**src/vga_macros.svh**
```systemverilog
`ifndef VGA_MACROS_SVH
`define VGA_MACROS_SVH

// 640x480, negative syncs
`define VGA_640_H_TOTAL       800
`define VGA_640_H_SYNC_W      96
`define VGA_640_H_DE_START    144
`define VGA_640_H_DE_END      784
`define VGA_640_H_PF_START    176
`define VGA_640_H_PF_END      752
`define VGA_640_H_PF_START_N  240
`define VGA_640_H_PF_END_N    688
`define VGA_640_V_TOTAL       525
`define VGA_640_V_SYNC_W      2
`define VGA_640_V_DE_START    35
`define VGA_640_V_DE_END      515
`define VGA_640_V_PF_START    67
`define VGA_640_V_PF_END      483
`define VGA_640_H_SYNC_POL    0
`define VGA_640_V_SYNC_POL    0
`define VGA_640_SCALE         0

// 800x600
`define VGA_800_H_TOTAL       1056
`define VGA_800_H_SYNC_W      128
`define VGA_800_H_DE_START    216
`define VGA_800_H_DE_END      1016
`define VGA_800_H_PF_START    248
`define VGA_800_H_PF_END      984
`define VGA_800_H_PF_START_N  312
`define VGA_800_H_PF_END_N    920
`define VGA_800_V_TOTAL       628
`define VGA_800_V_SYNC_W      4
`define VGA_800_V_DE_START    27
`define VGA_800_V_DE_END      627
`define VGA_800_V_PF_START    59
`define VGA_800_V_PF_END      595
`define VGA_800_H_SYNC_POL    1
`define VGA_800_V_SYNC_POL    1
`define VGA_800_SCALE         0

// 1920x1080, source pixels doubled
`define VGA_1080_H_TOTAL      2200
`define VGA_1080_H_SYNC_W     44
`define VGA_1080_H_DE_START   192
`define VGA_1080_H_DE_END     2112
`define VGA_1080_H_PF_START   224
`define VGA_1080_H_PF_END     2080
`define VGA_1080_H_PF_START_N 288
`define VGA_1080_H_PF_END_N   2016
`define VGA_1080_V_TOTAL      1125
`define VGA_1080_V_SYNC_W     5
`define VGA_1080_V_DE_START   41
`define VGA_1080_V_DE_END     1121
`define VGA_1080_V_PF_START   73
`define VGA_1080_V_PF_END     1089
`define VGA_1080_H_SYNC_POL   1
`define VGA_1080_V_SYNC_POL   1
`define VGA_1080_SCALE        1

`define VGA_BANK_WORDS        640
`define VGA_PIX_LEAD          4

`endif

```
**src/vga_mode_pkg.sv**
```systemverilog
`default_nettype none

package vga_mode_pkg;

   typedef enum logic [1:0] {
      mode_640x480,
      mode_800x600,
      mode_1920x1080
   } vga_mode_e;

   typedef logic [11:0] coord_t;

   // one complete timing set, as loaded at frame start
   typedef struct packed {
      coord_t h_total;
      coord_t h_sync_w;
      coord_t h_de_start;
      coord_t h_de_end;
      coord_t h_pf_start;
      coord_t h_pf_end;
      coord_t h_pf_start_narrow;
      coord_t h_pf_end_narrow;
      coord_t v_total;
      coord_t v_sync_w;
      coord_t v_de_start;
      coord_t v_de_end;
      coord_t v_pf_start;
      coord_t v_pf_end;
      logic   h_sync_pol;
      logic   v_sync_pol;
      logic   scale;
   } timing_set_t;

endpackage

`default_nettype wire

```
**src/vga_mode_table.sv**
```systemverilog
`timescale 1ns/1ps
`default_nettype none

`include "vga_macros.svh"

module vga_mode_table (
   input  logic                    vga_clk,
   input  logic                    reset_n,
   input  vga_mode_pkg::vga_mode_e vga_mode_sel,
   input  logic                    frame_tick,
   output vga_mode_pkg::coord_t    h_total,
   output vga_mode_pkg::coord_t    h_sync_w,
   output vga_mode_pkg::coord_t    h_de_start,
   output vga_mode_pkg::coord_t    h_de_end,
   output vga_mode_pkg::coord_t    h_pf_start,
   output vga_mode_pkg::coord_t    h_pf_end,
   output vga_mode_pkg::coord_t    h_pf_start_narrow,
   output vga_mode_pkg::coord_t    h_pf_end_narrow,
   output vga_mode_pkg::coord_t    v_total,
   output vga_mode_pkg::coord_t    v_sync_w,
   output vga_mode_pkg::coord_t    v_de_start,
   output vga_mode_pkg::coord_t    v_de_end,
   output vga_mode_pkg::coord_t    v_pf_start,
   output vga_mode_pkg::coord_t    v_pf_end,
   output logic                    h_sync_pol,
   output logic                    v_sync_pol,
   output logic                    scale,
   output logic                    mode_restart,
   output logic                    mode_changed
);

   vga_mode_pkg::timing_set_t set_q;
   vga_mode_pkg::vga_mode_e   mode_q;

   function automatic vga_mode_pkg::timing_set_t mode_set(input vga_mode_pkg::vga_mode_e m);
      vga_mode_pkg::timing_set_t s;
      case (m)
         vga_mode_pkg::mode_800x600:
            s = '{`VGA_800_H_TOTAL, `VGA_800_H_SYNC_W, `VGA_800_H_DE_START,
                  `VGA_800_H_DE_END, `VGA_800_H_PF_START, `VGA_800_H_PF_END,
                  `VGA_800_H_PF_START_N, `VGA_800_H_PF_END_N,
                  `VGA_800_V_TOTAL, `VGA_800_V_SYNC_W, `VGA_800_V_DE_START,
                  `VGA_800_V_DE_END, `VGA_800_V_PF_START, `VGA_800_V_PF_END,
                  `VGA_800_H_SYNC_POL, `VGA_800_V_SYNC_POL, `VGA_800_SCALE};
         vga_mode_pkg::mode_1920x1080:
            s = '{`VGA_1080_H_TOTAL, `VGA_1080_H_SYNC_W, `VGA_1080_H_DE_START,
                  `VGA_1080_H_DE_END, `VGA_1080_H_PF_START, `VGA_1080_H_PF_END,
                  `VGA_1080_H_PF_START_N, `VGA_1080_H_PF_END_N,
                  `VGA_1080_V_TOTAL, `VGA_1080_V_SYNC_W, `VGA_1080_V_DE_START,
                  `VGA_1080_V_DE_END, `VGA_1080_V_PF_START, `VGA_1080_V_PF_END,
                  `VGA_1080_H_SYNC_POL, `VGA_1080_V_SYNC_POL, `VGA_1080_SCALE};
         default:
            s = '{`VGA_640_H_TOTAL, `VGA_640_H_SYNC_W, `VGA_640_H_DE_START,
                  `VGA_640_H_DE_END, `VGA_640_H_PF_START, `VGA_640_H_PF_END,
                  `VGA_640_H_PF_START_N, `VGA_640_H_PF_END_N,
                  `VGA_640_V_TOTAL, `VGA_640_V_SYNC_W, `VGA_640_V_DE_START,
                  `VGA_640_V_DE_END, `VGA_640_V_PF_START, `VGA_640_V_PF_END,
                  `VGA_640_H_SYNC_POL, `VGA_640_V_SYNC_POL, `VGA_640_SCALE};
      endcase
      return s;
   endfunction

   // a new mode only lands on the frame boundary
   assign mode_restart = frame_tick && (vga_mode_sel != mode_q);

   always_ff @(posedge vga_clk) begin
      if (!reset_n) begin
         set_q        <= mode_set(vga_mode_pkg::mode_640x480);
         mode_q       <= vga_mode_pkg::mode_640x480;
         mode_changed <= 1'b0;
      end else begin
         mode_changed <= mode_restart;
         if (mode_restart) begin
            set_q  <= mode_set(vga_mode_sel);
            mode_q <= vga_mode_sel;
         end
      end
   end

   assign {h_total, h_sync_w, h_de_start, h_de_end, h_pf_start, h_pf_end,
           h_pf_start_narrow, h_pf_end_narrow, v_total, v_sync_w, v_de_start,
           v_de_end, v_pf_start, v_pf_end, h_sync_pol, v_sync_pol, scale} = set_q;

   // restart puts the counters back on line 1 before the next frame tick
   changed_single: assert property (@(posedge vga_clk) disable iff (!reset_n)
      mode_changed |=> !mode_changed);

endmodule

`default_nettype wire

```
**config.mk**
```make
export PLATFORM = sky130hd
export DESIGN_NAME = vga_mode_table
export DESIGN_NICKNAME = d
export VERILOG_FILES = /design/src/vga_mode_pkg.sv /design/src/vga_mode_table.sv
export VERILOG_INCLUDE_DIRS = /design/src /design/src/src
export SDC_FILE = /design/constraint.sdc
export NUM_CORES = 1
export LEC_CHECK = 0
export BUFFER_PORTS_ARGS = -buffer_cell sky130_fd_sc_hd__clkbuf_2
export CORE_MARGIN = 10
export CORE_UTILIZATION = 36
export CTS_CLUSTER_SIZE = 30
export DETAILED_ROUTE_END_ITERATION = 10
export PLACE_DENSITY = 0.82
export SLEW_MARGIN = 5
export SYNTH_ARGS = -nofsm -noshare
export SYNTH_HDL_FRONTEND = slang
export SYNTH_SLANG_ARGS = --single-unit
export TNS_END_PERCENT = 20
```
**constraint.sdc**
```tcl
create_clock -name vga_clk -period 1.55 [get_ports vga_clk]
set_input_delay 0.31 -clock vga_clk [delete_from_list [all_inputs] [get_ports vga_clk]]
set_output_delay 0.31 -clock vga_clk [all_outputs]
set_load 0.01 [all_outputs]
```
==> summary.txt <==
Outcome
  – Status: finished, final reports clean

Global route
  – Vias in the first global route: 965
  – GR Overflow Total: 0
  – Initial antenna violation count: 0
  – Largest net degree at the start of global routing: 20
  – First-pass GRT wire length: between 4000 and 5000 um
  – Gr usage total: under 10%

Placement
  – Dpl hpwl: 3160 um
  – Port-buffer cells: 87
  – Final Wtd Congestion: roughly 0.67

Critical path
  – CP required: 1.24 ns
  – Critical Path AT: 1.13 ns
  – Crit path launch type: flop
  – Crit path kind: reg -> out
  – Worst R2R Setup Slack: 0.28 ns
  – R2R depth: 5
  – Endpoint class of the critical path: output port
  – CP max FO: 6

STA
  – RSZ-0062 raised after global routing: false
  – Highest Clock Rate: between 0.6 and 0.7 GHz
  – Worst clock skew: approximately 0.00092 ns
  – Tmin final: 1.44 ns
  – Setup violations, final: 0
  – Period Utilization, post-route: between 90% and 100%
  – Fin Setup TNS: 0 ns
  – Max-slew violations: 0
  – Hold Violations, Final: 0

Clocking
  – # Post-CTS Setup Buffers: 0
  – CTS H-tree depth: 1
  – Total CTS buffers: 3
  – Clock sinks: 9
  – Longest Clk Path Bufs: 2
  – CTS clk-pin slew, worst paths: roughly 0.040 ns
  – CTS tree: done
  – Worst-skew pair later-pin latency: 0.23 ns
  – CTS resizes: 0
  – Post-CTS Hold Buffers: 0
  – CTS Root Cell: clkbuf_8

Hold path
  – Hold depth: 3
  – Min-Delay Path Class: in -> reg

Power and ir drop
  – Total power: ~940 uW
  – Max VDD drop: between 0.2 and 0.25 mV
  – Leakage: 0.000908 uW
  – PwrDens: 688 nW/um^2

Die
  – Die area: approximately 7800 sq um
  – # IOs: between 150 and 200
  – Rows: 24
  – Die Ht: about 90 um
  – Initial core utilization: 38.0%
  – Die width: 88.5 um
  – Core Region: around 4400 sq um

Detailed routing
  – Wire per inst: around 12 um
  – Final ANT Viol Nets: 0
  – Residual DRC: 0
  – Via count: a little under 900
  – Vias per cell: between 3 and 4
  – Final Routed Wirelength: around 3400 um
  – Drt initial violations: 10
  – Detailed Routing Iterations Pass 1: 2

Logic synthesis
  – Mapped Area: 1690 sq um
  – Mapped Avg Cell Area: just over 8 sq um
  – Netlist cell types: 14
  – Post-synth ARST share: 0%
  – Ys flop type: dfxtp_1
  – Area contributors post-synth: buf_4 73%, dfxtp_1 11%, ha_1 3.0%
  – Yosys reg bits: 9
  – Yosys top cell by area: buf_4
  – Top-count cell post-synth: buf_4
  – Most instantiated cells after synthesis: 165 x buf_4, 9 x dfxtp_1, 7 x nand2_1, 5 x mux2i_1
  – Mapped Cells: 208
  – Post-synthesis sequential area ratio: approximately a tenth
  – Synth top area share: ~73%
  – Post-synth EDFFs: 0
  – YS warnings: 0

Layout
  – Synthesis-to-finish area growth: -19.0%
  – Fraction of layout cells with a size suffix above 1: 44.5%
  – Ant diodes: 0
  – Final nets: approximately 240

Job
  – Max Cap Viol: 0
[placed cells by master, fill, tap and decap left out, types with 3 or more instances in the layout]
master,synthesis,final
buf_4,165,6
dfxtp_1,9,9
mux2_4,3,3
conb_1,2,90
nand2b_1,4,4
mux2i_1,5,5
ha_1,4,4
clkbuf_8,0,3
nand2_1,7,7
clkbuf_2,0,87
[power by group]
group / internal (uW) / leakage (uW) / total [uW] / switching [uW]
Combinational: 129 / 0.000812 / 390 / 261
Clock: 179 / 0.0000228 / 273 / 93.9
Sequential: 247 / 0.0000740 / 278 / 31.3
[worst max-delay path: stages, from the launching register on]
cell and delay [ns]:
dfxtp_1 0.32, xnor2_1 0.16, a21boi_4 0.24, clkbuf_2 0.18
[per-stage QoR]
step | cell area [sq um] | utilization, % | instances | hold slack [ns] | setup WS [ns]
CTS | 1330 | 30.0 | 274 | 0.408 | 0.0280
finish | 1370 | 30.8 | 279 | 0.406 | 0.109
detailed placement | 1290 | 28.9 | 270 | 0.541 | 0.136
global route | 1370 | 30.8 | 279 | 0.456 | 0.0202
floorplan | 2020 | - | 296 | 0.479 | 0.329
global placement | 1290 | 28.9 | 270 | 0.528 | 0.180
[final timing paths]
path	end	startpoint
worst max-delay path	mode_restart	mode_q[0]
worst min-delay path	mode_q[0]	frame_tick
worst min register to register	mode_q[0]	mode_q[0]
worst max register to register	mode_changed	mode_q[1]
[logic make-up (layout without fill, tap and decap cells)]
family / count (synthesis) / after routing / share of synthesized area [%]
other: 2 / 90 / 0.444
xor gates and xnor gates: 2 / 2 / 1.04
DFF: 9 / 9 / 10.7
AOI/OAI and AO/OA: 1 / 1 / 1.11
muxes: 8 / 8 / 5.63
adders and majority gates: 4 / 4 / 2.96
and+or+nand+nor: 14 / 14 / 4.22
buffers and inverters: 168 / 99 / 73.9
[registers in the layout, indices dropped and copies added (netlist names)]
signal        flops
h_total           4
mode_q            2
h_de_end          1
h_sync_w          1
mode_changed      1
[per-layer routing]
metal	global-route usage, %	vias up	share of wire (%)
met3	3.03	2	16
li1	-	412	-
met1	5.75	373	32
met5	0	-	0
met4	2.20	0	0.74
met2	14.3	97	52
[layout make-up]
cell class	instances	area [sq um]
fill	473	3080
multi-input combinational	119	591
timing repair buffer	93	480
sequential	9	180
tap	52	65.1
clock buffer	4	45.0
inverter	2	7.51
Note: power is estimated with default switching activity, not from simulation.
