==> src/vga_macros.svh <==
`ifndef VGA_MACROS_SVH
`define VGA_MACROS_SVH

// 640x480, negative syncs
`define VGA_640_H_TOTAL       800
`define VGA_640_H_SYNC_W      96
`define VGA_640_H_DE_START    144
`define VGA_640_H_DE_END      784
`define VGA_640_H_PF_START    176
`define VGA_640_H_PF_END      752
`define VGA_640_H_PF_START_N  240
`define VGA_640_H_PF_END_N    688
`define VGA_640_V_TOTAL       525
`define VGA_640_V_SYNC_W      2
`define VGA_640_V_DE_START    35
`define VGA_640_V_DE_END      515
`define VGA_640_V_PF_START    67
`define VGA_640_V_PF_END      483
`define VGA_640_H_SYNC_POL    0
`define VGA_640_V_SYNC_POL    0
`define VGA_640_SCALE         0

// 800x600
`define VGA_800_H_TOTAL       1056
`define VGA_800_H_SYNC_W      128
`define VGA_800_H_DE_START    216
`define VGA_800_H_DE_END      1016
`define VGA_800_H_PF_START    248
`define VGA_800_H_PF_END      984
`define VGA_800_H_PF_START_N  312
`define VGA_800_H_PF_END_N    920
`define VGA_800_V_TOTAL       628
`define VGA_800_V_SYNC_W      4
`define VGA_800_V_DE_START    27
`define VGA_800_V_DE_END      627
`define VGA_800_V_PF_START    59
`define VGA_800_V_PF_END      595
`define VGA_800_H_SYNC_POL    1
`define VGA_800_V_SYNC_POL    1
`define VGA_800_SCALE         0

// 1920x1080, source pixels doubled
`define VGA_1080_H_TOTAL      2200
`define VGA_1080_H_SYNC_W     44
`define VGA_1080_H_DE_START   192
`define VGA_1080_H_DE_END     2112
`define VGA_1080_H_PF_START   224
`define VGA_1080_H_PF_END     2080
`define VGA_1080_H_PF_START_N 288
`define VGA_1080_H_PF_END_N   2016
`define VGA_1080_V_TOTAL      1125
`define VGA_1080_V_SYNC_W     5
`define VGA_1080_V_DE_START   41
`define VGA_1080_V_DE_END     1121
`define VGA_1080_V_PF_START   73
`define VGA_1080_V_PF_END     1089
`define VGA_1080_H_SYNC_POL   1
`define VGA_1080_V_SYNC_POL   1
`define VGA_1080_SCALE        1

`define VGA_BANK_WORDS        640
`define VGA_PIX_LEAD          4

`endif

==> src/vga_mode_pkg.sv <==
`default_nettype none

package vga_mode_pkg;

   typedef enum logic [1:0] {
      mode_640x480,
      mode_800x600,
      mode_1920x1080
   } vga_mode_e;

   typedef logic [11:0] coord_t;

   // one complete timing set, as loaded at frame start
   typedef struct packed {
      coord_t h_total;
      coord_t h_sync_w;
      coord_t h_de_start;
      coord_t h_de_end;
      coord_t h_pf_start;
      coord_t h_pf_end;
      coord_t h_pf_start_narrow;
      coord_t h_pf_end_narrow;
      coord_t v_total;
      coord_t v_sync_w;
      coord_t v_de_start;
      coord_t v_de_end;
      coord_t v_pf_start;
      coord_t v_pf_end;
      logic   h_sync_pol;
      logic   v_sync_pol;
      logic   scale;
   } timing_set_t;

endpackage

`default_nettype wire

==> src/vga_timing.sv <==
`timescale 1ns/1ps
`default_nettype none

`include "vga_macros.svh"

module vga_timing (
   input  logic                 vga_clk,
   input  logic                 reset_n,
   input  vga_mode_pkg::coord_t h_total,
   input  vga_mode_pkg::coord_t h_sync_w,
   input  vga_mode_pkg::coord_t h_de_start,
   input  vga_mode_pkg::coord_t h_de_end,
   input  vga_mode_pkg::coord_t h_pf_start,
   input  vga_mode_pkg::coord_t h_pf_end,
   input  vga_mode_pkg::coord_t h_pf_start_narrow,
   input  vga_mode_pkg::coord_t h_pf_end_narrow,
   input  vga_mode_pkg::coord_t v_total,
   input  vga_mode_pkg::coord_t v_sync_w,
   input  vga_mode_pkg::coord_t v_de_start,
   input  vga_mode_pkg::coord_t v_de_end,
   input  vga_mode_pkg::coord_t v_pf_start,
   input  vga_mode_pkg::coord_t v_pf_end,
   input  logic                 h_sync_pol,
   input  logic                 v_sync_pol,
   input  logic                 mode_restart,
   input  logic                 narrow,
   output logic                 vga_hs,
   output logic                 vga_vs,
   output logic                 h_de,
   output logic                 v_de,
   output logic                 h_pf,
   output logic                 v_pf,
   output logic                 h_pf_pix,
   output logic                 line_end,
   output logic                 pf_first_line,
   output logic                 pf_last_line,
   output logic                 frame_tick,
   output logic                 frame_start,
   output logic                 render_start,
   output logic                 scanline_start
);

   vga_mode_pkg::coord_t x_cnt;
   vga_mode_pkg::coord_t y_cnt;
   vga_mode_pkg::coord_t pf_start_sel;
   vga_mode_pkg::coord_t pf_end_sel;
   logic                 hsync_r;
   logic                 vsync_r;
   logic                 narrow_q;

   assign pf_start_sel = narrow_q ? h_pf_start_narrow : h_pf_start;
   assign pf_end_sel   = narrow_q ? h_pf_end_narrow : h_pf_end;

   // both counters run from 1 to their total
   always_ff @(posedge vga_clk) begin
      if (!reset_n || mode_restart) begin
         x_cnt <= 12'd1;
         y_cnt <= 12'd1;
      end else if (line_end) begin
         x_cnt <= 12'd1;
         y_cnt <= (y_cnt == v_total) ? 12'd1 : y_cnt + 12'd1;
      end else begin
         x_cnt <= x_cnt + 12'd1;
      end
   end

   always_ff @(posedge vga_clk) begin
      if (!reset_n) begin
         line_end       <= 1'b0;
         frame_tick     <= 1'b0;
         frame_start    <= 1'b0;
         render_start   <= 1'b0;
         scanline_start <= 1'b0;
      end else begin
         line_end       <= (x_cnt == h_total - 12'd1);
         frame_tick     <= (x_cnt == 12'd1) && (y_cnt == 12'd1);
         frame_start    <= frame_tick;
         // renderer gets a head start two lines before the playfield
         render_start   <= line_end && (y_cnt == v_pf_start - 12'd2);
         scanline_start <= line_end && (y_cnt != v_pf_start - 12'd2);
      end
   end

   always_ff @(posedge vga_clk) begin
      pf_first_line <= (y_cnt == v_pf_start - 12'd1);
      pf_last_line  <= (y_cnt == v_pf_end);
      if (x_cnt == 12'd1)
         narrow_q <= narrow;
   end

   // sync and window flags, set at one column and cleared at another
   always_ff @(posedge vga_clk) begin
      if (!reset_n) begin
         hsync_r  <= 1'b1;
         vsync_r  <= 1'b1;
         h_de     <= 1'b0;
         v_de     <= 1'b0;
         h_pf     <= 1'b0;
         v_pf     <= 1'b0;
         h_pf_pix <= 1'b0;
      end else begin
         if (x_cnt == 12'd1)
            hsync_r <= 1'b0;
         else if (x_cnt == h_sync_w)
            hsync_r <= 1'b1;
         if (y_cnt == 12'd1)
            vsync_r <= 1'b0;
         else if (y_cnt == v_sync_w)
            vsync_r <= 1'b1;
         if (x_cnt == h_de_start)
            h_de <= 1'b1;
         else if (x_cnt == h_de_end)
            h_de <= 1'b0;
         if (y_cnt == v_de_start)
            v_de <= 1'b1;
         else if (y_cnt == v_de_end)
            v_de <= 1'b0;
         if (x_cnt == pf_start_sel)
            h_pf <= 1'b1;
         else if (x_cnt == pf_end_sel)
            h_pf <= 1'b0;
         if (y_cnt == v_pf_start)
            v_pf <= 1'b1;
         else if (y_cnt == v_pf_end)
            v_pf <= 1'b0;
         // opens early to prime the read pipeline, closes with h_pf
         if (x_cnt == pf_start_sel - 12'(`VGA_PIX_LEAD))
            h_pf_pix <= 1'b1;
         else if (x_cnt == pf_end_sel)
            h_pf_pix <= 1'b0;
      end
   end

   assign vga_hs = hsync_r ^ h_sync_pol;
   assign vga_vs = vsync_r ^ v_sync_pol;

   x_in_range: assert property (@(posedge vga_clk) disable iff (!reset_n)
      x_cnt <= h_total);

endmodule

`default_nettype wire

==> config.mk <==
export PLATFORM = sky130hd
export DESIGN_NAME = vga_timing
export DESIGN_NICKNAME = d
export VERILOG_FILES = /design/src/vga_mode_pkg.sv /design/src/vga_timing.sv
export VERILOG_INCLUDE_DIRS = /design/src /design/src/src
export SDC_FILE = /design/constraint.sdc
export NUM_CORES = 1
export LEC_CHECK = 0
export BUFFER_PORTS_ARGS = -buffer_cell sky130_fd_sc_hd__buf_2
export CELL_PAD_IN_SITES_DETAIL_PLACEMENT = 0
export CELL_PAD_IN_SITES_GLOBAL_PLACEMENT = 1
export CORE_MARGIN = 2
export CORE_UTILIZATION = 38
export CTS_BUF_LIST = sky130_fd_sc_hd__clkbuf_8
export DETAILED_ROUTE_END_ITERATION = 10
export PLACE_DENSITY = 0.95
export SYNTH_ARGS = -nofsm -noshare
export SYNTH_HDL_FRONTEND = slang
export SYNTH_SLANG_ARGS = --single-unit
==> constraint.sdc <==
create_clock -name vga_clk -period 3 [get_ports vga_clk]
set_input_delay 0.3 -clock vga_clk [delete_from_list [all_inputs] [get_ports vga_clk]]
set_output_delay 0.3 -clock vga_clk [all_outputs]
set_load 0.005 [all_outputs]
==> key figures <==
Synth
  – Mapped Cells: about 540
  – Top cells by area in the synthesized netlist: xnor2_1 (22%), dfxtp_1 (17%), xor2_1 (15%)
  – Area leader, netlist: xnor2_1
  – Mapped Avg Cell Area: 8.08 um^2
  – Seq/Total Area, Yosys: 18.1%
  – Yosys reg bits: 39
  – Top-count cell post-synth: xnor2_1
  – Synth top area share: between 20% and 30%
  – Dominant synthesized flop cell: dfxtp_1
  – Top cells by count, synth: xnor2_1 (111), xor2_1 (73), nor2_1 (40)
  – EDFF count, synth: 1
  – Cell variety after synth: 56
  – Mapped Area: ~0.0044 mm^2
  – Async SR Flop Fraction: 0%
  – Syn_nets: slightly above 700
  – Yosys warns: 0

Route
  – Pre-Repair DR Iteration Count: 4
  – Drt via density: 5.26
  – DRT Wirelength: ~13,000 um
  – Routed Antenna Nets: 0
  – # DRC: 0
  – DRT iter0 DRCs: approximately 210
  – WL/cell: 15.8 um
  – Vias: around 4.5k

Critical path
  – Crit path max fanout: 20
  – Critical path class: reg -> reg
  – Startpoint types: flip-flop
  – WP data required: 3210 ps
  – Critical path arrival: roughly 2700 ps
  – CP Capture Type: flip-flop

CTS
  – PostCTS Resize Cnt: 0
  – CTS tree: built
  – Clk buf depth: 2
  – Post-CTS Repair Setup Buffers: 0
  – Num Clock Sinks: 39
  – Clk root buf: clkbuf_8
  – Clk_lat worst skew: 290 ps
  – CTS Hold Bufs: 0
  – CTS HTree Levels: 2
  – Total CTS buffers: 5
  – Clock-pin slew of the registers on the worst-case setup and hold paths: 90 ps

Power and ir drop
  – Clock Power Share: between 20% and 30%
  – PwrDens: about 250 mW/mm^2
  – Flop pwr share: 40.0%
  – P_int: 0.929 mW
  – Pleak: roughly 2.3 nW
  – Sw frac: 31.9%
  – Power Total: 1.36 mW
  – Peak VDD IR: 159 uV
  – Psw: 0.434 mW
  – Gate power share: 33.7%

STA
  – Slew Viols, Final: 0
  – Min Tclk post-route: 2440 ps
  – Slew HR: between 40% and 50%
  – Slew @ Worst Pin: 788 ps
  – Setup Skew: 9.05 ps
  – Final setup viols: 0
  – Fmax achieved: 410 MHz
  – Final worst hold slack: 204 ps
  – Fin. Hold Viols: 0
  – Period utilisation layout: roughly 80%
  – Setup tns final: 0 ps
  – RSZ-0062 raised after global routing: false

Run status
  – Status: complete, no violations

Global routing
  – Number of global-route vias before repair: 4,490
  – GRT Total Usage: 20.9%
  – Global-route wire length before repair: 21,400 um
  – Largest net degree at the start of global routing: 21
  – Grt ovf: 0
  – Initial antenna violation count: 0

Die
  – Die area: around 0.012 mm^2
  – Initial Util: 38.7%
  – DIE HEIGHT: about 110 um
  – Rows: 39
  – Die Width: 111 um
  – Core ar.: between 0.01 and 0.015 mm^2
  – I/O Pins: 188

Layout
  – Final instance area: between 0.005 and 0.006 mm^2
  – Nets@finish: 889
  – Antenna diodes: 0
  – Regs by FF count: x_cnt x12, y_cnt x12
  – Util after Layout: 48.2%
  – Layout area overhead: 24.5%
  – Layout cells sized above 1: 29.8%
  – Fillers: about 1.1k

Placement
  – DP HPWL: 10,800 um
  – Placed Instance Area: 0.00536 mm^2
  – Routability cong.: 0.931
  – Port Buf Inserts: 187

Hold path
  – Hold crit path type: in -> reg

Flow run
  – Max_cap viols: 0
[layout by cell type (no fill, tap or decap), types with 3 or more instances in the layout]
| master | Yosys | final |
|---|---|---|
| a211oi_1 | 3 | 3 |
| a21boi_0 | 3 | 3 |
| a21o_1 | 3 | 3 |
| a21oi_1 | 7 | 7 |
| a31oi_1 | 8 | 8 |
| and3_1 | 8 | 8 |
| buf_2 | 17 | 187 |
| buf_4 | 0 | 6 |
| clkbuf_8 | 0 | 5 |
| dfxtp_1 | 38 | 38 |
| ha_1 | 8 | 8 |
| inv_1 | 13 | 13 |
| mux2i_1 | 25 | 25 |
| nand2_1 | 20 | 20 |
| nand2b_1 | 4 | 4 |
| nand3_1 | 21 | 21 |
| nand3b_1 | 4 | 4 |
| nand4_1 | 19 | 19 |
| nand4b_1 | 3 | 3 |
| nor2_1 | 40 | 40 |
| nor2b_1 | 7 | 7 |
| nor3_1 | 17 | 17 |
| nor3b_1 | 4 | 4 |
| nor4_1 | 21 | 21 |
| nor4b_1 | 3 | 3 |
| o21ai_0 | 10 | 10 |
| o31ai_1 | 4 | 4 |
| xnor2_1 | 111 | 111 |
| xor2_1 | 73 | 73 |
[final timing paths]
path | end | cells after the start | from | slack [ps]
min | narrow_q$_DFFE_PN_ | 1 | narrow | 200
max reg2reg | h_pf_pix$_SDFFE_PN0P_ | 7 | narrow_q$_DFFE_PN_ | 560
min reg2reg | v_pf$_SDFFE_PN0P_ | 2 | v_pf$_SDFFE_PN0P_ | 480
max | h_pf_pix$_SDFFE_PN0P_ | 7 | narrow_q$_DFFE_PN_ | 560
[routing by layer]
layer  wire length [um]  global-route usage, %  vias up  part of all wire (%)
li1                   -                      -     2204                     -
met1               5650                   25.2     2056                    42
met2               6650                   38.3      202                    49
met3                990                   3.86       14                   7.3
met4                173                   5.43        0                   1.3
met5                  0                      0        -                     0
[power by group through the flow]
stage          Sequential [mW]  Clock [mW]  Combinational (mW)
2_1_floorplan            0.544           0               0.277
3_3_place_gp             0.557           0               0.450
3_5_place_dp             0.558           0               0.459
4_1_cts                  0.545       0.369               0.461
5_1_grt                  0.547       0.396               0.507
6_report                 0.545       0.358               0.460
[area by class of cell]
type	count	area [um^2]	area share [%]
inverter	13	48.8	0.895
tap	143	179	3.28
clock inverter	3	18.8	0.344
multi-input combinational	455	3360	61.7
timing repair buffer	193	981	18.0
sequential	39	791	14.5
clock buffer	5	68.8	1.26
[critical path, stage by stage (launching register included)]
cell      delay (ps)
edfxtp_1         800
buf_4            420
mux2i_1          260
xor2_1           210
nand2_1           90
nor3_1           250
nand3_1          110
o31ai_1          230
[through the flow]
stage / worst slack (ps) / std cells
CTS: 620 / 851
detailed placement: 616 / 843
finish: 559 / 851
floorplan: 941 / 542
global placement: 688 / 843
global route: 399 / 851
[cell families (layout without fill, tap and decap cells)]
kind of cell / count (synthesis) / count (layout) / synth area share [%]
DFF: 39 / 39 / 18.1
and+or+nand+nor: 185 / 185 / 23.4
adders and majority gates: 8 / 8 / 2.29
buffers and inverters: 48 / 214 / 5.11
muxes: 25 / 25 / 5.71
xor gates and xnor gates: 184 / 184 / 36.8
AOI/OAI and AO/OA: 53 / 53 / 8.63
Power figures use the tool's default switching activity.
