===== src/vga_macros.svh =====
`ifndef VGA_MACROS_SVH
`define VGA_MACROS_SVH

// 640x480, negative syncs
`define VGA_640_H_TOTAL       800
`define VGA_640_H_SYNC_W      96
`define VGA_640_H_DE_START    144
`define VGA_640_H_DE_END      784
`define VGA_640_H_PF_START    176
`define VGA_640_H_PF_END      752
`define VGA_640_H_PF_START_N  240
`define VGA_640_H_PF_END_N    688
`define VGA_640_V_TOTAL       525
`define VGA_640_V_SYNC_W      2
`define VGA_640_V_DE_START    35
`define VGA_640_V_DE_END      515
`define VGA_640_V_PF_START    67
`define VGA_640_V_PF_END      483
`define VGA_640_H_SYNC_POL    0
`define VGA_640_V_SYNC_POL    0
`define VGA_640_SCALE         0

// 800x600
`define VGA_800_H_TOTAL       1056
`define VGA_800_H_SYNC_W      128
`define VGA_800_H_DE_START    216
`define VGA_800_H_DE_END      1016
`define VGA_800_H_PF_START    248
`define VGA_800_H_PF_END      984
`define VGA_800_H_PF_START_N  312
`define VGA_800_H_PF_END_N    920
`define VGA_800_V_TOTAL       628
`define VGA_800_V_SYNC_W      4
`define VGA_800_V_DE_START    27
`define VGA_800_V_DE_END      627
`define VGA_800_V_PF_START    59
`define VGA_800_V_PF_END      595
`define VGA_800_H_SYNC_POL    1
`define VGA_800_V_SYNC_POL    1
`define VGA_800_SCALE         0

// 1920x1080, source pixels doubled
`define VGA_1080_H_TOTAL      2200
`define VGA_1080_H_SYNC_W     44
`define VGA_1080_H_DE_START   192
`define VGA_1080_H_DE_END     2112
`define VGA_1080_H_PF_START   224
`define VGA_1080_H_PF_END     2080
`define VGA_1080_H_PF_START_N 288
`define VGA_1080_H_PF_END_N   2016
`define VGA_1080_V_TOTAL      1125
`define VGA_1080_V_SYNC_W     5
`define VGA_1080_V_DE_START   41
`define VGA_1080_V_DE_END     1121
`define VGA_1080_V_PF_START   73
`define VGA_1080_V_PF_END     1089
`define VGA_1080_H_SYNC_POL   1
`define VGA_1080_V_SYNC_POL   1
`define VGA_1080_SCALE        1

`define VGA_BANK_WORDS        640
`define VGA_PIX_LEAD          4

`endif


===== src/vga_pixel_pkg.sv =====
`default_nettype none

package vga_pixel_pkg;

   // which repeat of the source line is on screen
   typedef enum logic [3:0] {
      line_0    = 4'd0,
      line_1,
      line_2,
      line_3,
      line_4,
      line_5,
      line_6,
      line_7,
      line_idle = 4'hf
   } bank_state_e;

   typedef struct packed {
      logic [4:0] r;
      logic [5:0] g;
      logic [4:0] b;
   } rgb565_t;

   typedef logic [10:0] buf_addr_t;

endpackage

`default_nettype wire


===== src/vga_scan_out.sv =====
`timescale 1ns/1ps
`default_nettype none

`include "vga_macros.svh"

module vga_scan_out (
   input  logic                     vga_clk,
   input  logic                     reset_n,
   input  logic                     scale,
   input  logic                     double_pixel,
   input  logic                     blank_scanline,
   input  vga_pixel_pkg::rgb565_t   border_color,
   input  logic                     h_de,
   input  logic                     v_de,
   input  logic                     h_pf,
   input  logic                     v_pf,
   input  logic                     h_pf_pix,
   input  logic                     line_end,
   input  logic                     pf_first_line,
   input  logic                     pf_last_line,
   input  logic                     mode_restart,
   input  vga_pixel_pkg::rgb565_t   rd_data,
   output vga_pixel_pkg::buf_addr_t rd_addr,
   output logic [4:0]               vga_r,
   output logic [5:0]               vga_g,
   output logic [4:0]               vga_b,
   output logic                     h_blank,
   output logic                     v_blank
);

   vga_pixel_pkg::bank_state_e line_state;
   vga_pixel_pkg::rgb565_t     pix;
   logic [2:0]                 step;
   logic                       bank_sel;
   logic                       double_q;
   logic                       show_line;
   logic [1:0]                 rep_max;
   logic [1:0]                 rep_cnt;
   logic [1:0]                 lead_cnt;
   logic [9:0]                 offset;

   assign step     = line_state[2:0] + 3'd1;
   // bank flips every two lines, every four when scaled
   assign bank_sel = scale ? line_state[2] : line_state[1];

   always_ff @(posedge vga_clk) begin
      if (!reset_n || mode_restart) begin
         line_state <= vga_pixel_pkg::line_idle;
         double_q   <= 1'b0;
         show_line  <= 1'b0;
      end else if (line_end) begin
         double_q  <= double_pixel;
         show_line <= !blank_scanline;
         if (pf_last_line)
            line_state <= vga_pixel_pkg::line_idle;
         else if (pf_first_line)
            line_state <= vga_pixel_pkg::line_0;
         else if (line_state != vga_pixel_pkg::line_idle)
            line_state <= vga_pixel_pkg::bank_state_e'({1'b0, scale & step[2], step[1:0]});
      end
   end

   // repeat count minus one: 0, 1 or 3
   assign rep_max = {double_q & scale, double_q | scale};

   // hold offset 0 through the lead, then step once per repeat
   always_ff @(posedge vga_clk) begin
      if (!reset_n || !(h_pf_pix && v_pf)) begin
         offset   <= '0;
         rep_cnt  <= '0;
         lead_cnt <= '0;
      end else if (lead_cnt != 2'(`VGA_PIX_LEAD - 1)) begin
         lead_cnt <= lead_cnt + 2'd1;
      end else if (rep_cnt != rep_max) begin
         rep_cnt <= rep_cnt + 2'd1;
      end else begin
         rep_cnt <= '0;
         if (offset != 10'(`VGA_BANK_WORDS - 1))
            offset <= offset + 10'd1;
      end
   end

   assign rd_addr = vga_pixel_pkg::buf_addr_t'(offset)
                  + (bank_sel ? 11'(`VGA_BANK_WORDS) : 11'd0);

   always_comb begin
      if (!(h_de && v_de))
         pix = '0;
      else if (h_pf && v_pf && show_line)
         pix = rd_data;
      else
         pix = border_color;
   end

   assign vga_r   = pix.r;
   assign vga_g   = pix.g;
   assign vga_b   = pix.b;
   assign h_blank = !h_de;
   assign v_blank = !v_de;

   // playfield opens only once the read lead has run out
   lead_done_in_pf: assert property (@(posedge vga_clk) disable iff (!reset_n)
      (h_pf && v_pf) |-> (lead_cnt == 2'(`VGA_PIX_LEAD - 1)));

endmodule

`default_nettype wire


===== config.mk =====
export PLATFORM = sky130hd
export DESIGN_NAME = vga_scan_out
export DESIGN_NICKNAME = d
export VERILOG_FILES = /design/src/vga_pixel_pkg.sv /design/src/vga_scan_out.sv
export VERILOG_INCLUDE_DIRS = /design/src /design/src/src
export SDC_FILE = /design/constraint.sdc
export NUM_CORES = 1
export LEC_CHECK = 0
export ABC_AREA = 1
export CORE_MARGIN = 3
export CORE_UTILIZATION = 30
export CTS_BUF_LIST = sky130_fd_sc_hd__clkbuf_8
export DETAILED_ROUTE_END_ITERATION = 6
export DONT_BUFFER_PORTS = 1
export PLACE_DENSITY = 0.54
export SYNTH_ARGS = -nofsm -noshare
export SYNTH_HDL_FRONTEND = slang
export SYNTH_SLANG_ARGS = --single-unit

===== constraint.sdc =====
create_clock -name vga_clk -period 2.35 [get_ports vga_clk]
set_clock_uncertainty 0.2 [all_clocks]
set_input_delay 0.235 -clock vga_clk [delete_from_list [all_inputs] [get_ports vga_clk]]
set_output_delay 0.235 -clock vga_clk [all_outputs]
set_load 0.1 [all_outputs]

==> metrics.txt, run 1 <==
# TYPE chip_impl_metric gauge
chip_impl_metric{name="detailedRoute.firstPassIterationCount",unit=""} 4
chip_impl_metric{name="drt-vias-per-instance",unit=""} 4.79
chip_impl_metric{name="gpl.final_weighted_congestion",unit=""} 0.736
chip_impl_metric{name="synth_cells",unit=""} 255
chip_impl_metric{name="final_number_of_hold_violating_endpoints",unit=""} 0
chip_impl_metric{name="synth.distinct_cells",unit=""} 30
chip_impl_metric{name="timing.final.crit_share",unit="%"} 96.4
chip_impl_info{name="worst_setup_path_startpoint",value="mode_restart"} 1
chip_impl_metric{name="fmaxAchievable",unit="MHz"} 442
chip_impl_metric{name="cts_buffer_depth",unit=""} 2
chip_impl_metric{name="detailroute.via_count",unit=""} 1663
chip_impl_metric{name="wire_length_of_the_first_global_routing_pass",unit="um"} 6520
chip_impl_metric{name="drt_drc_violations_left",unit=""} 0
chip_impl_metric{name="areaGrowthSynthToFinish",unit="%"} 27.4
chip_impl_metric{name="core",unit="um2"} 4910
chip_impl_info{name="setup.worst_path.start_class",value="primary input"} 1
chip_impl_metric{name="path_clk_slew",unit="ns"} 0.08
chip_impl_info{name="ws_path_type",value="in -> reg"} 1
chip_impl_info{name="tritoncts_clock_tree",value="done"} 1
chip_impl_metric{name="worstMarginPinSlew",unit="ns"} 0.846
chip_impl_metric{name="global_route.overflow_total",unit=""} 0
chip_impl_info{name="reg2reg_from",value="line_state[1]"} 1
chip_impl_metric{name="first_iter_violations",unit=""} 86
chip_impl_metric{name="layout.cells.non_filler",unit=""} 347
chip_impl_metric{name="critical_path.max_fanout",unit=""} 3
chip_impl_metric{name="placed_cells_incl_taps",unit=""} 332
chip_impl_metric{name="slew-limit-headroom",unit="%"} 43.5
chip_impl_metric{name="maxCapViolCount",unit=""} 0
chip_impl_metric{name="postSynthNetCount",unit=""} 307
chip_impl_metric{name="report.final.setup_viol",unit=""} 0
chip_impl_metric{name="clock-sinks",unit=""} 20
chip_impl_metric{name="clk-insertion-delay-late",unit="ns"} 0.26
chip_impl_metric{name="routed_wire_length_per_instance",unit="um"} 11.3
chip_impl_metric{name="place.detailed.hpwl",unit="um"} 3030
chip_impl_info{name="grt_busiest_layer",value="met2"} 1
chip_impl_metric{name="post-layout-total-power",unit="uW"} 923
chip_impl_metric{name="yosys_warnings",unit=""} 0
chip_impl_metric{name="timing.setup.tns",unit="ns"} 0
chip_impl_metric{name="finalNetCount",unit=""} 333
chip_impl_metric{name="power.leakage",unit="uW"} 0.000907
chip_impl_metric{name="synth-async-reset-ratio",unit="%"} 0
chip_impl_metric{name="grtUsageMet2",unit="%"} 21.7
chip_impl_metric{name="wirelength",unit="um"} 3910
chip_impl_metric{name="die_x",unit="um"} 78.5
chip_impl_metric{name="final_layout_size_suffix_gt1_share",unit="%"} 23.6
chip_impl_info{name="holdCritPathClass",value="in -> reg"} 1
chip_impl_metric{name="power-per-cell-area",unit="nW/um2"} 460
chip_impl_metric{name="initial_antenna_violation_count",unit=""} 0
chip_impl_metric{name="std_cell_rows",unit=""} 25
chip_impl_metric{name="h-tree-depth",unit=""} 1
chip_impl_metric{name="place.port_buffers",unit=""} 0
chip_impl_metric{name="worst-endpoint-arrival",unit="ns"} 2.22
chip_impl_metric{name="die_ar",unit="um2"} 6170
chip_impl_metric{name="die_h",unit="um"} 78.5
chip_impl_metric{name="synth_seq_cells",unit=""} 20
chip_impl_info{name="clockRootBuffer",value="sky130_fd_sc_hd__clkbuf_8"} 1
chip_impl_metric{name="critPathRequiredTime",unit="ns"} 2.30
chip_impl_metric{name="post_synth.cell_area_avg",unit="um2"} 6.19
chip_impl_metric{name="pin_count",unit=""} 75
chip_impl_metric{name="final_count_of_pins_violating_max_slew",unit=""} 0
chip_impl_metric{name="synth.yosys.seq_area_share",unit="%"} 25.4
chip_impl_metric{name="final.fill_count",unit=""} 539
chip_impl_info{name="cp-end-kind",value="flop"} 1
chip_impl_metric{name="initial_utilization",unit="%"} 32.1
chip_impl_metric{name="layout_min_cycle_time",unit="ns"} 2.26
chip_impl_info{name="grt_setup_unrepaired",value="false"} 1
chip_impl_metric{name="numCtsBuffers",unit=""} 3
chip_impl_metric{name="grt_util_all_layers",unit="%"} 12.9
chip_impl_metric{name="synth_edf_count",unit=""} 0
chip_impl_metric{name="grt.met1_usage",unit="%"} 16.0
chip_impl_metric{name="drt_antenna_net_count",unit=""} 0
chip_impl_metric{name="global_route.usage.met3",unit="%"} 4.01
chip_impl_metric{name="maximum_vdd_drop",unit="V"} 0.000234
chip_impl_info{name="min-delay-start",value="pf_last_line"} 1
chip_impl_info{name="dominantRegCellSynth",value="sky130_fd_sc_hd__dfxtp_1"} 1
chip_impl_metric{name="grt_max_degree",unit=""} 19
chip_impl_info{name="outcome",value="finished clean"} 1
chip_impl_metric{name="first_global_vias",unit=""} 1508
chip_impl_metric{name="diodes",unit=""} 0
chip_impl_metric{name="post_synth_instance_area",unit="um2"} 1580
logic make-up (layout without fill, tap and decap cells):
group | after synthesis | after routing | synth area share (%)
buffers and inverters | 50 | 75 | 14.4
AO/OA/AOI/OAI | 33 | 33 | 10.9
XOR/XNOR | 6 | 6 | 3.33
flip-flops | 20 | 20 | 25.4
adder cells (fa/ha/maj) | 6 | 6 | 4.76
AND/OR/NAND/NOR | 140 | 140 | 41.2
worst max-delay path: stages:
cell and delay (ns):
sky130_fd_sc_hd__dlygate4sd3_1 0.53, sky130_fd_sc_hd__nor2_1 0.20, sky130_fd_sc_hd__dlygate4sd3_1 0.62, sky130_fd_sc_hd__nand3_1 0.08
sky130_fd_sc_hd__dlygate4sd3_1 0.55
stage by stage:
step	hold slack, ns	util (%)	cell area (um2)	worst slack (ns)
after floorplan	0.124	-	1650	0.147
after global placement	0.131	37.2	1830	0.596
after detailed placement	0.130	37.2	1830	0.579
after CTS	0.0164	40.9	2010	0.0853
after global routing	0.00874	40.9	2010	0.00566
final	0.0135	40.9	2010	0.0851
worst paths after layout:
path                   endpoint  slack (ns)  depth (start not counted)
hold / removal    line_state[3]        0.01                          2
hold reg to reg     lead_cnt[1]        0.27                          2
setup reg to reg  line_state[0]        0.26                          7
setup / recovery  line_state[0]        0.09                          5
report_power, final:
part           total, uW  switching, uW  internal [uW]
Combinational        228            173           54.7
Sequential           348           3.88            344
Clock                347            120            228
Total                923            297            626
flip-flops by register name, summed over array words and instances (netlist names):
| signal | cells |
|---|---|
| lead_cnt | 2 |
| double_q | 1 |
| offset | 10 |
| rep_cnt | 2 |
| line_state | 4 |
| show_line | 1 |
final cells by class:
cell class	count	area, um2	area share (%)
inverter	33	124	6.16
multi-input combinational	185	1020	50.6
sequential	20	400	19.9
clock inverter	1	30.0	1.49
timing repair buffer	38	313	15.6
clock buffer	3	41.3	2.05
tap	67	83.8	4.17
cells in the final DEF, fill, tap and decap left out, drive strengths merged:
master / count
xnor2: 1
clkbuf: 3
nor4: 1
dfxtp: 20
nand4: 16
nor3: 2
a21oi: 22
xor2: 5
inv: 32
nor2: 32
o21ai: 9
nand3: 11
nand2: 76
buf: 27
a211oi: 1
dlygate4sd3: 11
clkinv: 1
a31o: 1
nand3b: 2
ha: 6
bufinv: 1
metal layers:
metal  vias to the layer above  share of wire, %  wire length [um]
met5                         -                 0                 0
met4                         0              0.72                28
met3                         4               7.4               291
met2                        59                48              1880
met1                       739                44              1720
li1                        861                 -                 -
cells in the mapped netlist (all sizes together) (4+ instances only):
library cell,number,area share (%)
inv,32,7.6
buf,13,5.6
o21ai,9,2.9
nand2,76,19
nand4,16,6.3
clkbuf,4,0.95
xor2,5,2.8
dfxtp,20,25
a21oi,22,7.0
nand3,11,4.6
nor2,32,8.9
ha,6,4.8
repair_timing:
action                    4_1_cts  5_1_grt
gates resized for setup         0        0
hold buffers                   11        0
setup buffers                   0        0
hold endpoints to repair        9        0
Note: power is estimated with default switching activity, not from simulation.
==> run 2: changes to the inputs <==
--- a/config.mk
+++ b/config.mk
@@ -6,7 +6,6 @@
 export SDC_FILE = /design/constraint.sdc
 export NUM_CORES = 1
 export LEC_CHECK = 0
-export ABC_AREA = 1
 export CORE_MARGIN = 3
 export CORE_UTILIZATION = 30
 export CTS_BUF_LIST = sky130_fd_sc_hd__clkbuf_8
==> run 2 against run 1 <==
  * Combinational power about the same
  * Global-route usage fell by 0.40 points
  * Non-clock buffer count is the same
  * Sequential share of layout area increased by 1.1 points
  * Wire length is 4.6% lower
  * Maximum frequency rose by 4.0%
  * Largest cell class unchanged
==> metrics.txt, run 2 <==
# TYPE chip_impl_metric gauge
chip_impl_info{name="cp_max_stage_cell",value="sky130_fd_sc_hd__and3_1"} 1
chip_impl_info{name="yosysTopAreaCell",value="sky130_fd_sc_hd__dfxtp_1"} 1
chip_impl_metric{name="die_x",unit="um"} 75.1
chip_impl_metric{name="place.port_buffers",unit=""} 0
chip_impl_info{name="ws_path_type",value="reg -> out"} 1
chip_impl_metric{name="r2r_slack",unit="ns"} 0.31
chip_impl_metric{name="layout_min_cycle_time",unit="ns"} 2.18
chip_impl_metric{name="drt_drc_violations_left",unit=""} 0
chip_impl_metric{name="timing.final.crit_share",unit="%"} 92.7
chip_impl_metric{name="synth_top_area_share",unit="%"} 27.9
chip_impl_metric{name="std_cell_rows",unit=""} 24
chip_impl_metric{name="pwr-share-comb",unit="%"} 24.8
chip_impl_metric{name="diodes",unit=""} 0
chip_impl_metric{name="synth_edf_count",unit=""} 0
chip_impl_metric{name="synth_cells",unit=""} 190
chip_impl_info{name="cp-end-kind",value="output port"} 1
chip_impl_metric{name="maximum_vdd_drop",unit="V"} 0.000351
chip_impl_info{name="leading_cell_types_by_total_area_after_synthesis",value="sky130_fd_sc_hd__dfxtp_1 (28%), sky130_fd_sc_hd__nand2_1 (12%), sky130_fd_sc_hd__a21oi_1 (7.0%)"} 1
chip_impl_metric{name="initial_utilization",unit="%"} 32.0
chip_impl_metric{name="global_route.overflow_total",unit=""} 0
chip_impl_metric{name="post_synth.cell_area_avg",unit="um2"} 7.55
chip_impl_info{name="setup.worst_path.start_class",value="flop"} 1
chip_impl_metric{name="utilization",unit="%"} 42.6
chip_impl_metric{name="internal_power",unit="uW"} 628
chip_impl_metric{name="fmaxAchievable",unit="MHz"} 459
chip_impl_metric{name="grt_max_degree",unit=""} 17
chip_impl_metric{name="h-tree-depth",unit=""} 1
chip_impl_metric{name="final_layout_size_suffix_gt1_share",unit="%"} 27.6
chip_impl_metric{name="first_iter_violations",unit=""} 59
chip_impl_metric{name="drt-vias-per-instance",unit=""} 5.29
chip_impl_metric{name="power.leakage",unit="uW"} 0.000750
chip_impl_metric{name="clock-sinks",unit=""} 20
chip_impl_metric{name="initial_antenna_violation_count",unit=""} 0
chip_impl_info{name="min-delay-start",value="line_end"} 1
chip_impl_info{name="holdCritPathClass",value="in -> reg"} 1
chip_impl_metric{name="numCtsBuffers",unit=""} 3
chip_impl_metric{name="slew-limit-headroom",unit="%"} 45.4
chip_impl_metric{name="final.fill_count",unit=""} 449
chip_impl_metric{name="final_number_of_hold_violating_endpoints",unit=""} 0
chip_impl_metric{name="seq_power_share",unit="%"} 37.7
chip_impl_info{name="biggestRegsByFlops",value="offset x10, line_state x4"} 1
chip_impl_metric{name="post_synth_instance_area",unit="um2"} 1430
chip_impl_metric{name="synth-async-reset-ratio",unit="%"} 0
chip_impl_info{name="synth.most_common_cell",value="sky130_fd_sc_hd__nand2_1"} 1
chip_impl_metric{name="r2r_cells",unit=""} 4
chip_impl_info{name="clockRootBuffer",value="sky130_fd_sc_hd__clkbuf_8"} 1
chip_impl_info{name="tritoncts_clock_tree",value="done"} 1
chip_impl_metric{name="pin_count",unit=""} 75
chip_impl_metric{name="timing.critical_path.slowest_cell_delay",unit="ns"} 0.51
chip_impl_info{name="timing.hold.worst_endpoint",value="line_state[0]"} 1
chip_impl_metric{name="power-per-cell-area",unit="nW/um2"} 484
chip_impl_metric{name="die_ar",unit="um2"} 5650
chip_impl_metric{name="detailedRoute.firstPassIterationCount",unit=""} 4
chip_impl_metric{name="wirelength",unit="um"} 3730
chip_impl_metric{name="final_count_of_pins_violating_max_slew",unit=""} 0
chip_impl_info{name="path_cells",value="and3_1 > nand2_1 > a21oi_4 > buf_4"} 1
chip_impl_metric{name="finalNetCount",unit=""} 270
chip_impl_metric{name="areaGrowthSynthToFinish",unit="%"} 33.0
chip_impl_metric{name="critical_path.max_fanout",unit=""} 16
chip_impl_metric{name="synth.yosys.seq_area_share",unit="%"} 27.9
chip_impl_metric{name="largest_reg_flops",unit=""} 10
chip_impl_metric{name="synth_seq_cells",unit=""} 20
chip_impl_info{name="synth_common_cells",value="sky130_fd_sc_hd__nand2_1 (47), sky130_fd_sc_hd__a21oi_1 (20), sky130_fd_sc_hd__dfxtp_1 (20), sky130_fd_sc_hd__nor2_1 (9)"} 1
chip_impl_metric{name="maxCapViolCount",unit=""} 0
chip_impl_metric{name="yosys_warnings",unit=""} 0
chip_impl_metric{name="cts.repair.resized",unit=""} 0
chip_impl_metric{name="postSynthNetCount",unit=""} 242
chip_impl_metric{name="worst-endpoint-arrival",unit="ns"} 1.74
chip_impl_metric{name="worstMarginPinSlew",unit="ns"} 0.818
chip_impl_info{name="grt_setup_unrepaired",value="false"} 1
chip_impl_metric{name="wire_length_of_the_first_global_routing_pass",unit="um"} 5700
chip_impl_metric{name="whs_path_depth",unit=""} 2
chip_impl_info{name="outcome",value="finished clean"} 1
chip_impl_metric{name="routed_wire_length_per_instance",unit="um"} 13.9
chip_impl_metric{name="core",unit="um2"} 4470
chip_impl_metric{name="synth.distinct_cells",unit=""} 40
chip_impl_metric{name="path_clk_slew",unit="ns"} 0.08
chip_impl_metric{name="switching_share",unit="%"} 32.0
chip_impl_metric{name="first_global_vias",unit=""} 1232
chip_impl_info{name="layout.cells.most_common_list",value="sky130_fd_sc_hd__nand2_1 (47), sky130_fd_sc_hd__buf_4 (31), sky130_fd_sc_hd__dfxtp_1 (20)"} 1
chip_impl_info{name="r2r_end",value="offset[0]"} 1
chip_impl_metric{name="drt_antenna_net_count",unit=""} 0
chip_impl_metric{name="timing.setup.tns",unit="ns"} 0
chip_impl_info{name="dominantRegCellSynth",value="sky130_fd_sc_hd__dfxtp_1"} 1
chip_impl_metric{name="clk-insertion-delay-late",unit="ns"} 0.26
chip_impl_metric{name="place.detailed.hpwl",unit="um"} 2920
chip_impl_info{name="layout_commonest_cell",value="sky130_fd_sc_hd__nand2_1"} 1
chip_impl_metric{name="post-layout-total-power",unit="uW"} 924
chip_impl_metric{name="cts_buffer_depth",unit=""} 2
chip_impl_metric{name="report.final.setup_viol",unit=""} 0
chip_impl_metric{name="die_h",unit="um"} 75.1
chip_impl_metric{name="gpl.final_weighted_congestion",unit=""} 0.791
chip_impl_metric{name="clock_power_share",unit="%"} 37.5
chip_impl_metric{name="grt_util_all_layers",unit="%"} 12.5
chip_impl_info{name="reg2reg_from",value="rep_cnt[0]"} 1
chip_impl_info{name="most_flop_heavy_register",value="offset"} 1
chip_impl_metric{name="detailroute.via_count",unit=""} 1423
chip_impl_metric{name="critPathRequiredTime",unit="ns"} 1.91
chip_impl_metric{name="total_switching_power",unit="uW"} 295
[run 2: cell types whose count changed after synthesis, sizes merged, moves of 4 or more]
cell    previous run  this run
buf               13         9
inv               32         7
mux2i              0         6
nand2             76        47
nand2b             0         6
nand3             11         2
nand4             16         5
nor2              32         9
o211ai             0         4
o21ai              9         1
[run 2: per-stage QoR]
stage	hold WS, ns	cell area (um2)	instances	worst slack, ns
after floorplan	0.130	1570	190	-0.0304
after global placement	0.131	1770	258	0.365
after detailed placement	0.138	1770	258	0.322
after CTS	0.00104	1910	269	0.150
after global routing	0.0168	1910	269	0.0319
final	0.0140	1910	269	0.172
[run 2: metal layers]
layer  global-route usage, %  up-vias  wire [um]
li1                        -      726          -
met1                    16.5      658       1640
met2                    20.7       37       1880
met3                    3.20        2        206
met4                    2.33        0         10
met5                       0        -          0
[run 2: area by class of cell]
| class | count | area, um2 | area share, % |
|---|---|---|---|
| Inverter | 7 | 26.3 | 1.38 |
| Multi-Input combinational cell | 148 | 1040 | 54.6 |
| Clock inverter | 1 | 30.0 | 1.57 |
| Tap cell | 52 | 65.1 | 3.41 |
| Sequential cell | 20 | 400 | 21.0 |
| Clock buffer | 3 | 41.3 | 2.17 |
| Timing Repair Buffer | 38 | 303 | 15.9 |
[run 2: logic make-up after synthesis]
logic type | Yosys count | synth area share, %
AND/OR/NAND/NOR | 90 | 31.7
AO/OA/AOI/OAI | 40 | 18.2
buffers and inverters | 22 | 8.90
flip-flops | 20 | 27.9
multiplexers | 7 | 4.97
adder cells (fa/ha/maj) | 6 | 5.24
XOR/XNOR | 5 | 3.05
[run 2: what timing repair did]
| action | 4_1_cts | 5_1_grt |
|---|---|---|
| buffers inserted | 0 | 0 |
| endpoints found under the hold margin | 6 | 0 |
| hold buffers | 7 | 0 |
[run 2: worst max path at each step]
stage               slack [ns]  startpoint         to
CTS                       0.15   show_line   vga_g[2]
finish                    0.17   show_line   vga_g[1]
floorplan                -0.03   show_line   vga_g[0]
global route              0.03   show_line   vga_g[5]
global placement          0.36  rep_cnt[0]  offset[6]
detailed placement        0.32  rep_cnt[0]  offset[0]
[run 2: power by group through the flow]
stage / clock, uW / sequential (uW) / combinational [uW]
CTS: 362 / 348 / 231
detailed placement: 0 / 356 / 220
global route: 369 / 349 / 242
global placement: 0 / 356 / 219
floorplan: 0 / 355 / 190
finish: 346 / 348 / 230
[run 2: worst max-delay path, delay by kind of cell, from the launching register on]
| kind | cells | cell delay [ns] |
|---|---|---|
| buffers and inverters | 1 | 0.30 |
| and+or+nand+nor | 2 | 0.69 |
| AOI/OAI and AO/OA | 1 | 0.14 |
| DFF | 1 | 0.35 |
